File: src/common/div_pkg.sv
package div_pkg;

    // data word width; the sign logic and the RISC-V corner cases assume 32.
    localparam int xlen = 32;

    // RISC-V funct3 low bits.
    // bit 0 marks the unsigned variants, bit 1 marks the remainder variants.
    typedef enum logic [1:0] {
        op_div  = 2'b00, // signed quotient.
        op_divu = 2'b01, // unsigned quotient.
        op_rem  = 2'b10, // signed remainder.
        op_remu = 2'b11  // unsigned remainder.
    } div_op_t;

    // request identifier, returned with the result.
    typedef logic [3:0] div_tag_t;

    // request as presented by the core, 70 bits.
    typedef struct packed {
        div_op_t         op;  // operation.
        logic [xlen-1:0] rs1; // dividend.
        logic [xlen-1:0] rs2; // divisor.
        div_tag_t        tag; // request id.
    } div_req_t;

    // decoded record held in the input FIFO, 72 bits.
    typedef struct packed {
        div_op_t         op;           // operation.
        logic [xlen-1:0] rs1;          // dividend.
        logic [xlen-1:0] rs2;          // divisor.
        div_tag_t        tag;          // request id.
        logic            div_zero;     // divisor is zero.
        logic            reuse_result; // divider already holds this result.
    } div_inputs_t;

    // writeback word, 36 bits.
    typedef struct packed {
        logic [xlen-1:0] rd;  // result.
        div_tag_t        tag; // id of the request it answers.
    } div_wb_t;

endpackage
File: src/logic/div_subsystem.sv
`timescale 1ns/1ns

module div_subsystem #(
    parameter int fifo_depth = 4
) (
    input  logic               clk,
    input  logic               rst,
    input  logic               req_valid,
    input  div_pkg::div_req_t  req,
    input  logic               wb_accepted,
    output logic               req_ready,
    output logic               wb_done,
    output div_pkg::div_wb_t   wb
);

    logic                  fifo_full;
    logic                  push;
    logic                  pop;
    logic                  head_valid; // buffer not empty.
    div_pkg::div_inputs_t  data_in;    // decoded request.
    div_pkg::div_inputs_t  head;       // oldest pending record.

    div_issue u_issue (
        .clk       (clk),
        .rst       (rst),
        .req_valid (req_valid),
        .req       (req),
        .fifo_full (fifo_full),
        .req_ready (req_ready),
        .push      (push),
        .data_in   (data_in)
    );

    div_input_fifo #(
        .depth (fifo_depth)
    ) u_fifo (
        .clk      (clk),
        .rst      (rst),
        .push     (push),
        .pop      (pop),
        .data_in  (data_in),
        .data_out (head),
        .valid    (head_valid),
        .full     (fifo_full)
    );

    div_unit u_unit (
        .clk         (clk),
        .rst         (rst),
        .head        (head),
        .head_valid  (head_valid),
        .wb_accepted (wb_accepted),
        .pop         (pop),
        .wb_done     (wb_done),
        .wb          (wb)
    );

endmodule

File: src/div/div_unit.sv
`timescale 1ns/1ns

module div_unit (
    input  logic                  clk,
    input  logic                  rst,
    input  div_pkg::div_inputs_t  head,
    input  logic                  head_valid,
    input  logic                  wb_accepted,
    output logic                  pop,
    output logic                  wb_done,
    output div_pkg::div_wb_t      wb
);

    logic                     start;
    logic                     ack;
    logic                     complete;     // core result ready.
    logic                     in_progress;  // core busy with the head record.
    logic                     abort;        // head needs no divider pass.
    logic                     output_ready; // writeback register free next edge.
    logic                     div_done;     // capture into the writeback register.

    logic                     signed_op;
    logic                     dividend_signed;
    logic                     divisor_signed;
    logic                     quotient_signed;
    logic                     remainder_signed;
    logic                     negate_result;

    logic [div_pkg::xlen-1:0] mag_a;
    logic [div_pkg::xlen-1:0] mag_b;
    logic [div_pkg::xlen-1:0] quotient;
    logic [div_pkg::xlen-1:0] remainder;
    logic [div_pkg::xlen-1:0] result_sel;
    logic [div_pkg::xlen-1:0] result;

    assign abort        = head.div_zero | head.reuse_result;
    assign output_ready = ~wb_done | wb_accepted; // slot frees as the held word leaves.
    assign ack          = complete & output_ready;

    assign start    = head_valid & ~in_progress & ~abort; // one start per record.
    assign div_done = (complete | (head_valid & abort)) & output_ready;
    assign pop      = div_done; // record retires with its capture.

    always_ff @(posedge clk) begin
        if (rst) begin
            in_progress <= 1'b0;
        end else if (start) begin
            in_progress <= 1'b1;
        end else if (ack) begin
            in_progress <= 1'b0;
        end
    end

    // sign handling, bit 0 of op marks the unsigned variants.
    assign signed_op        = ~head.op[0];
    assign dividend_signed  = signed_op & head.rs1[div_pkg::xlen-1];
    assign divisor_signed   = signed_op & head.rs2[div_pkg::xlen-1];
    assign quotient_signed  = signed_op & (head.rs1[div_pkg::xlen-1] ^ head.rs2[div_pkg::xlen-1]);
    assign remainder_signed = signed_op & head.rs1[div_pkg::xlen-1]; // follows the dividend.

    // two's complement magnitudes; the most negative value maps to itself, read unsigned.
    assign mag_a = (dividend_signed ? ~head.rs1 : head.rs1) +
                   div_pkg::xlen'(dividend_signed);
    assign mag_b = (divisor_signed ? ~head.rs2 : head.rs2) +
                   div_pkg::xlen'(divisor_signed);

    assign negate_result = ~head.div_zero &
                           (head.op[1] ? remainder_signed : quotient_signed);

    always_comb begin
        case ({head.div_zero, head.op[1]})
            2'b00:   result_sel = quotient;
            2'b01:   result_sel = remainder;
            2'b10:   result_sel = '1;       // div by zero gives all ones.
            default: result_sel = head.rs1; // rem by zero gives the dividend.
        endcase
        result = (negate_result ? ~result_sel : result_sel) +
                 div_pkg::xlen'(negate_result);
    end

    div_core u_core (
        .clk      (clk),
        .rst      (rst),
        .start    (start),
        .a        (mag_a),
        .b        (mag_b),
        .ack      (ack),
        .q        (quotient),
        .r        (remainder),
        .complete (complete)
    );

    always_ff @(posedge clk) begin
        if (div_done) begin
            wb.rd  <= result;
            wb.tag <= head.tag;
        end
    end

    always_ff @(posedge clk) begin
        if (rst) begin
            wb_done <= 1'b0;
        end else if (div_done) begin
            wb_done <= 1'b1; // back to back capture keeps it high.
        end else if (wb_accepted) begin
            wb_done <= 1'b0;
        end
    end

endmodule

File: src/div/div_core.sv
`timescale 1ns/1ns

module div_core (
    input  logic                     clk,
    input  logic                     rst,
    input  logic                     start,
    input  logic [div_pkg::xlen-1:0] a,
    input  logic [div_pkg::xlen-1:0] b,
    input  logic                     ack,
    output logic [div_pkg::xlen-1:0] q,
    output logic [div_pkg::xlen-1:0] r,
    output logic                     complete
);

    localparam int cnt_w = $clog2(div_pkg::xlen + 1);

    logic [div_pkg::xlen-1:0] q_reg;   // dividend bits out the top, quotient bits in below.
    logic [div_pkg::xlen-1:0] r_reg;   // partial remainder.
    logic [div_pkg::xlen-1:0] b_reg;   // divisor.
    logic [cnt_w-1:0]         count;   // bits still to resolve.
    logic                     running;
    logic [2:0]               lz_nibbles;
    logic                     lz_stop;
    logic [cnt_w-1:0]         skip;    // leading bits skipped at start.
    logic [div_pkg::xlen:0]   trial;
    logic [div_pkg::xlen:0]   diff;

    // count leading zero nibbles of a, at most 7 so at least one nibble is processed.
    always_comb begin
        lz_nibbles = '0;
        lz_stop    = 1'b0;
        for (int i = 7; i >= 1; i--) begin
            if (!lz_stop && (a[i*4+3 -: 4] == 4'h0)) begin
                lz_nibbles = lz_nibbles + 1'b1;
            end else begin
                lz_stop = 1'b1;
            end
        end
    end

    assign skip = cnt_w'({lz_nibbles, 2'b00});

    assign trial = {r_reg, q_reg[div_pkg::xlen-1]};   // shift in next dividend bit.
    assign diff  = trial - {1'b0, b_reg};             // msb set means restore.

    always_ff @(posedge clk) begin
        if (rst) begin
            running  <= 1'b0;
            complete <= 1'b0;
        end else if (start) begin
            running  <= 1'b1;
            complete <= 1'b0;
        end else if (running && count == cnt_w'(1)) begin
            running  <= 1'b0;
            complete <= 1'b1; // held until the unit takes it.
        end else if (ack) begin
            complete <= 1'b0;
        end
    end

    always_ff @(posedge clk) begin
        if (start) begin
            q_reg <= a << skip;
            r_reg <= '0;
            b_reg <= b;
            count <= cnt_w'(div_pkg::xlen) - skip;
        end else if (running) begin
            q_reg <= {q_reg[div_pkg::xlen-2:0], ~diff[div_pkg::xlen]};
            r_reg <= diff[div_pkg::xlen] ? trial[div_pkg::xlen-1:0] : diff[div_pkg::xlen-1:0];
            count <= count - 1'b1;
        end
    end

    // stable from complete until the next start, the reuse path relies on it.
    assign q = q_reg;
    assign r = r_reg;

endmodule

File: src/logic/div_input_fifo.sv
`timescale 1ns/1ns

module div_input_fifo #(
    parameter int depth = 4
) (
    input  logic                  clk,
    input  logic                  rst,
    input  logic                  push,
    input  logic                  pop,
    input  div_pkg::div_inputs_t  data_in,
    output div_pkg::div_inputs_t  data_out,
    output logic                  valid,
    output logic                  full
);

    localparam int ptr_w = $clog2(depth);
    localparam int cnt_w = $clog2(depth + 1);

    div_pkg::div_inputs_t mem [depth]; // record storage.

    logic [ptr_w-1:0] wr_ptr;
    logic [ptr_w-1:0] rd_ptr;
    logic [cnt_w-1:0] count;   // occupancy.
    logic             do_push;
    logic             do_pop;

    assign valid = (count != '0);
    assign full  = (count == cnt_w'(depth));

    assign do_pop  = pop & valid;
    assign do_push = push & (~full | do_pop); // a full buffer takes a push alongside a pop.

    assign data_out = mem[rd_ptr]; // first word fall through.

    always_ff @(posedge clk) begin
        if (do_push) begin
            mem[wr_ptr] <= data_in;
        end
    end

    always_ff @(posedge clk) begin
        if (rst) begin
            wr_ptr <= '0;
            rd_ptr <= '0;
            count  <= '0;
        end else begin
            if (do_push) begin
                // explicit wrap, depth need not be a power of two.
                if (wr_ptr == ptr_w'(depth - 1)) begin
                    wr_ptr <= '0;
                end else begin
                    wr_ptr <= wr_ptr + 1'b1;
                end
            end
            if (do_pop) begin
                if (rd_ptr == ptr_w'(depth - 1)) begin
                    rd_ptr <= '0;
                end else begin
                    rd_ptr <= rd_ptr + 1'b1;
                end
            end
            case ({do_push, do_pop})
                2'b10:   count <= count + 1'b1;
                2'b01:   count <= count - 1'b1;
                default: count <= count; // idle or balanced.
            endcase
        end
    end

endmodule

File: src/logic/div_issue.sv
`timescale 1ns/1ns

module div_issue (
    input  logic                  clk,
    input  logic                  rst,
    input  logic                  req_valid,
    input  div_pkg::div_req_t     req,
    input  logic                  fifo_full,
    output logic                  req_ready,
    output logic                  push,
    output div_pkg::div_inputs_t  data_in
);

    logic [div_pkg::xlen-1:0] last_rs1;      // operands of the last divider request.
    logic [div_pkg::xlen-1:0] last_rs2;
    logic                     last_unsigned; // its signedness.
    logic                     last_seen;     // a divider request was recorded.
    logic                     div_zero;
    logic                     same_operands;
    logic                     reuse;

    assign req_ready = ~fifo_full;          // stall only on a full buffer.
    assign push      = req_valid & req_ready; // transfer cycle.

    assign div_zero = (req.rs2 == '0);

    // the magnitudes fed to the divider depend on rs1, rs2 and signedness only,
    // so a match here means the held quotient and remainder still apply.
    assign same_operands = (req.rs1 == last_rs1) & (req.rs2 == last_rs2) &
                           (req.op[0] == last_unsigned);
    assign reuse = last_seen & same_operands & ~div_zero;

    always_comb begin
        data_in.op           = req.op;
        data_in.rs1          = req.rs1;
        data_in.rs2          = req.rs2;
        data_in.tag          = req.tag;
        data_in.div_zero     = div_zero;
        data_in.reuse_result = reuse; // never set together with div_zero.
    end

    always_ff @(posedge clk) begin
        if (rst) begin
            last_seen <= 1'b0; // nothing held in the divider yet.
        end else if (push && !div_zero) begin
            last_seen <= 1'b1;
        end
    end

    // operand record; div-by-zero requests bypass the divider and leave it alone.
    always_ff @(posedge clk) begin
        if (push && !div_zero) begin
            last_rs1      <= req.rs1;
            last_rs2      <= req.rs2;
            last_unsigned <= req.op[0];
        end
    end

endmodule

File: config.mk
export PLATFORM = sky130hd
export DESIGN_NAME = div_subsystem
export DESIGN_NICKNAME = d
export VERILOG_FILES = /design/src/common/div_pkg.sv /design/src/logic/div_subsystem.sv /design/src/div/div_unit.sv /design/src/div/div_core.sv /design/src/logic/div_input_fifo.sv /design/src/logic/div_issue.sv
export SDC_FILE = /design/constraint.sdc
export NUM_CORES = 1
export LEC_CHECK = 0
export BUFFER_PORTS_ARGS = -buffer_cell sky130_fd_sc_hd__clkbuf_2
export CORE_AREA = 2 2 298 300
export CTS_CLUSTER_SIZE = 28
export DETAILED_ROUTE_END_ITERATION = 7
export DIE_AREA = 0 0 300 302
export SLEW_MARGIN = 30
export SYNTH_ARGS = -nofsm -noshare
export SYNTH_HDL_FRONTEND = slang
export SYNTH_SLANG_ARGS = --single-unit
File: constraint.sdc
create_clock -name clk -period 7.3 [get_ports clk]
set_clock_uncertainty 0.1 [all_clocks]
set_input_delay 0 -clock clk [delete_from_list [all_inputs] [get_ports clk]]
set_output_delay 0 -clock clk [all_outputs]
set_load 0.03 [all_outputs]
* Word level (Yosys, flattened, before mapping) *
Memory sizes are Yosys's and may differ from the RTL's. A register that Yosys moved wholly into a read port is not among the register bits.
Index checks and enable logic that the tools add are counted.

word-level totals
  register bits = 215
  memory bits (writable) = 288
  input port bits = 74
  output and inout port bits = 38
  word-level logic and storage cells = 146
  memories kept = 1

memory list
  memory      words  width  read ports  clocked after memory_dff  write ports  line                  RTL
  u_fifo.mem  4      72     1           1                         1            div_input_fifo.sv:19  div_pkg::div_inputs_t mem [depth];

operators by class
  $add $sub $neg = 16
  equality and inequality tests = 11
  shift-type cells = 1
  muxes and demuxes = 37
  bitwise operators = 32
  reductions and logical operators = 31

operators by type and width
  operator               number
  $mux W32               6
  $add A32 B1 Y32        3
  $not A32 Y32           3
  $pmux W32 S3           1
  $eq A32 B32 Y1         2
  $sub A33 B32 Y33       1
  $logic_not A32 Y1      1
  $shl A32 B5 Y32        1
  $logic_not A4 Y1       7
  $add A3 B1 Y3 const B  6
  $mux W1                17
  $and A1 B1 Y1          16
  $mux W3                5
  $mux W6                2
  $reduce_bool A2 Y1     6
  $mux W2                5
  $eq A2 B2 Y1 const B   4
  $logic_and A1 B1 Y1    8
  $not A1 Y1             8
  $eq A6 B1 Y1 const B   1
  $logic_not A1 Y1       6
  $pmux W3 S2            1
  $sub A6 B1 Y6 const B  1
  $sub A6 B5 Y6 const A  1
  11 further kinds       16

* Depth between registers and ports, before layout *
  depth in word-level cells = 24
  depth in mapped cells = 37

* Cells and area by module *
From an unflattened synthesis, not the netlist that was laid out.

unflattened totals
  cells, all modules = 2,115
  area total of the unflattened synthesis = 26,666.8 sq um

modules (own cells, without submodules)
  module          instances  cells an instance  area an instance (sq um)  seq. area each (sq um)
  div_input_fifo  1          441                10,930.5                  8,828.5
  div_core        1          743                6,952.9                   2,782.7
  div_unit        1          670                5,382.7                   1,121.1
  div_issue       1          261                3,400.8                   1,971.9

* Worst setup path before layout *
OpenSTA, ideal clock, no wires.

  path type = reg2reg
  from = register with a tool-made name
  to = register u_unit.u_core.q_reg (netlist bit u_unit.u_core.q[31]), data pin
  library setup time = 0.254 ns
  data arrival time = 7.420 ns
  setup slack = -0.474 ns
  stages on the path, launching flop included = 37
  buffers on the path = 9
  clock period less this slack = 7.774 ns
  cell sequence = dfxtp_1 > buf_6 > mux4_2 > nand2b_1 > buf_2 > buf_4 > buf_2 > buf_1 > xnor2_1 > ha_1 > o221a_1 > buf_2 > and4_1 > a211oi_1 > o211a_1 > buf_2 > nor2b_1 > buf_4 > ha_1 > inv_1 > a21boi_0 > ha_1 > a21o_1 > o31a_1 > ha_1 > mux2_2 > ha_1 > mux2_2 > mux2_2 > a2111o_1 > and2_4 > buf_6 > clkinv_8 > mux2i_1 > mux2_4 > o21ai_1 > o21a_1

RTL lines
  item                  line            RTL
  end signal, assigned  div_core.sv:63  q_reg <= a << skip;
  end signal, assigned  div_core.sv:68  q_reg <= {q_reg[div_pkg::xlen-2:0], ~diff[div_pkg::xlen]};
  end, declared         div_core.sv:17  logic [div_pkg::xlen-1:0] q_reg;

==> flow_summary.toml <==
[synthesis]
synth_xor_area_share_pct = 7.075
yosys.area_share.simple_pct = 11.29
async_flop_share_pct = 0
yosysSeqAreaShare_pct = 56.68
synth_edf_count = 459
synth_area_leaders = "edfxtp_1 53%, mux4_2 6.1%, xnor2_1 4.8%"
ys_warn_count = 0
avgSynthCellArea_sq_um = 12.26
yosysTopAreaCell = "edfxtp_1"
synthDistinctLibCells = 95
muxShareOfSynthArea_pct = 8.768
synth_compound_area_share_pct = 10.34
ys.flop_type = "edfxtp_1"
syn-num-nets = 2242
ys_seq_elements = 505
synthAdderAreaFrac_pct = 2.566
synth_top_area_share_pct = 53.13
synthCells = 2116
netlist_area_sq_um = 25940
synth_top_family_by_area = "simple AND/OR/NAND/NOR gates"

[grt]
track_usage_pct = 16.58
grt_pass1_vias = 18165
grt_pass1_wl_microns = 115100
grt_max_degree = 67
grt_overflow = 0
antenna_found_initial = 1

[worst_setup_path]
crit_arrival_ns = 7.45
crit_path_top_delay_cell = "mux4_2"
crit_fanout = 7
cp-end-kind = "flop"
cp.buffers_inverters = 4
crit_required_ns = 7.55
critPathKind = "reg2reg"
max_stage_delay_ns = 0.58
cp_top_family = "compound AO/OA/AOI/OAI gates"
start_kind = "flop"

[sta]
fmax_mhz = 139.0
fin_tns_setup_ns = 0
worst_slew_pin_slew_ns = 1.016
slew_headroom_pct = 32.27
hold_viol = 0
slew_viol_final = 0
setup_viol = 0
whs_ns = 0.03527
setup_ws_ns = 0.1077
fin_crit_sh_pct = 98.52
period_minus_slack_ns = 7.192
rsz0062_at_grt = "true"

[clock_network]
htreeDepth = 2
cts.clk_slew.worst_paths_ns = 0.06
cts_tree = "done"
numCtsBuffers = 55
clock_latency_ns = 0.63
clockBufferDepth = 3
cts_sinks = 505
clockRootBuffer = "clkbuf_16"

[cells_and_area]
reg_top3 = "u_fifo.mem x288, u_unit.wb x36"
largest_reg_flops = 288
final_cells = 3634
final_common_cell = "edfxtp_1"
largest_register = "u_fifo.mem"
layout_common_cells = "459 x edfxtp_1, 186 x nand2_1, 138 x xnor2_1, 137 x buf_4, 127 x nor2_1"
synthToLayoutAreaGrowth_pct = 23.39
nNetsFinal = 2547
layout-drive-gt1-share_pct = 21.43

[placed_design]
place_ws_ns = 0.04184
dp_hpwl_microns = 55200
place_congestion = 0.9706
io_buffer_count = 111
placed_cells = 3432

[die]
start_util_pct = 29.63
die_area_sq_um = 90600
io_pins = 112
core_sq_um = 87560
die_x_microns = 300
die_h_microns = 302
rows = 109

[min_path]
hold_path.startpoint = "req[1]"
hp-class = "in2reg"

[pwr]
totalPowerFinal_w = 0.01382
powerDensity_nw_per_um2 = 431.8
ir_drop_mv = 0.2196
p_leak_nw = 11.37

[route]
antenna_left = 0
drc = 0
drt-total-wl_microns = 76900
viasPerCell = 5.108
dr.pass1.iters = 5
vias = 18562
drt-initial-drc-count = 1474
drt-wirelength-per-cell_microns = 21.16

[run_status]
outcome = "completed"

[run]
maxCapViolCount = 0
[final cells by class]
cell class / instances / area (sq um)
Antenna cell: 1 / 2.502
Clock buffer: 69 / 1479
Clock inverter: 35 / 603.1
Fill cell: 8473 / 55550
Inverter: 103 / 399.1
Multi-Input combinational cell: 1413 / 10710
Sequential cell: 505 / 14710
Tap cell: 1165 / 1458
Timing Repair Buffer: 343 / 2645
[kinds of logic after synthesis]
logic type               after synthesis
AND/OR/NAND/NOR                      599
flip-flops                           505
AO/OA/AOI/OAI                        416
XOR/XNOR                             207
buffers and inverters                199
multiplexers                         138
adder cells (fa/ha/maj)               52
[cell usage after synthesis (all sizes together) (5+ instances only)]
| master | number |
|---|---|
| nand2 | 189 |
| o21a | 17 |
| ha | 50 |
| o22ai | 8 |
| and3 | 14 |
| nor2b | 14 |
| nand4b | 7 |
| o211ai | 7 |
| a31oi | 47 |
| nand2b | 10 |
| nor2 | 130 |
| or2 | 10 |
| o2bb2ai | 7 |
| mux2 | 11 |
| o31ai | 10 |
| nor3 | 67 |
| mux2i | 57 |
| xor2 | 62 |
| and2 | 16 |
| xnor2 | 145 |
| a221oi | 7 |
| nor3b | 7 |
| a21oi | 111 |
| a211oi | 21 |
| mux4 | 70 |
| inv | 101 |
| buf | 50 |
| a21o | 11 |
| or3 | 15 |
| nor4 | 32 |
| o41ai | 7 |
| nand3 | 47 |
| edfxtp | 459 |
| dfxtp | 46 |
| a22o | 5 |
| a22oi | 7 |
| nand4 | 30 |
| clkbuf | 46 |
| o21ai | 103 |
[power by group]
group          switching, W  total, W  internal (W)
clock network       0.00122   0.00316       0.00195
logic               0.00391   0.00633       0.00242
registers          0.000324   0.00433       0.00401
[metal layers]
layer  global-route usage, %  up-vias  part of all wire, %
li1                        -     8597                    -
met1                   23.21     9273                   46
met2                   26.81      595                   46
met3                   2.557       97                  5.5
met4                   4.440        0                  2.3
met5                       0        -                    0
[final timing paths]
| check | cells past startpoint | to | slack (ns) |
|---|---|---|---|
| max reg2reg | 27 | u_unit.u_core.q[18] | 0.11 |
| max | 27 | u_unit.u_core.q[18] | 0.11 |
| min | 2 | u_fifo.mem[0][3] | 0.04 |
| min reg2reg | 2 | u_unit.in_progress | 0.35 |
[metrics by stage]
step                instance area, sq um  util [%]
finish                             32010     36.56
global route                       32010     36.56
CTS                                31500     35.97
detailed placement                 28660     32.73
global placement                   28660     32.73
floorplan                          26040         -
[what timing repair did]
action,4_1_cts,5_1_grt
pin swaps,0,29
resized for setup,3,63
hold buffers,75,0
endpoints found under the hold margin,451,0
endpoints found under the setup margin,2,35
cloned,0,2
buffers inserted,0,21
No activity file was read; power rests on OpenSTA's default activity.
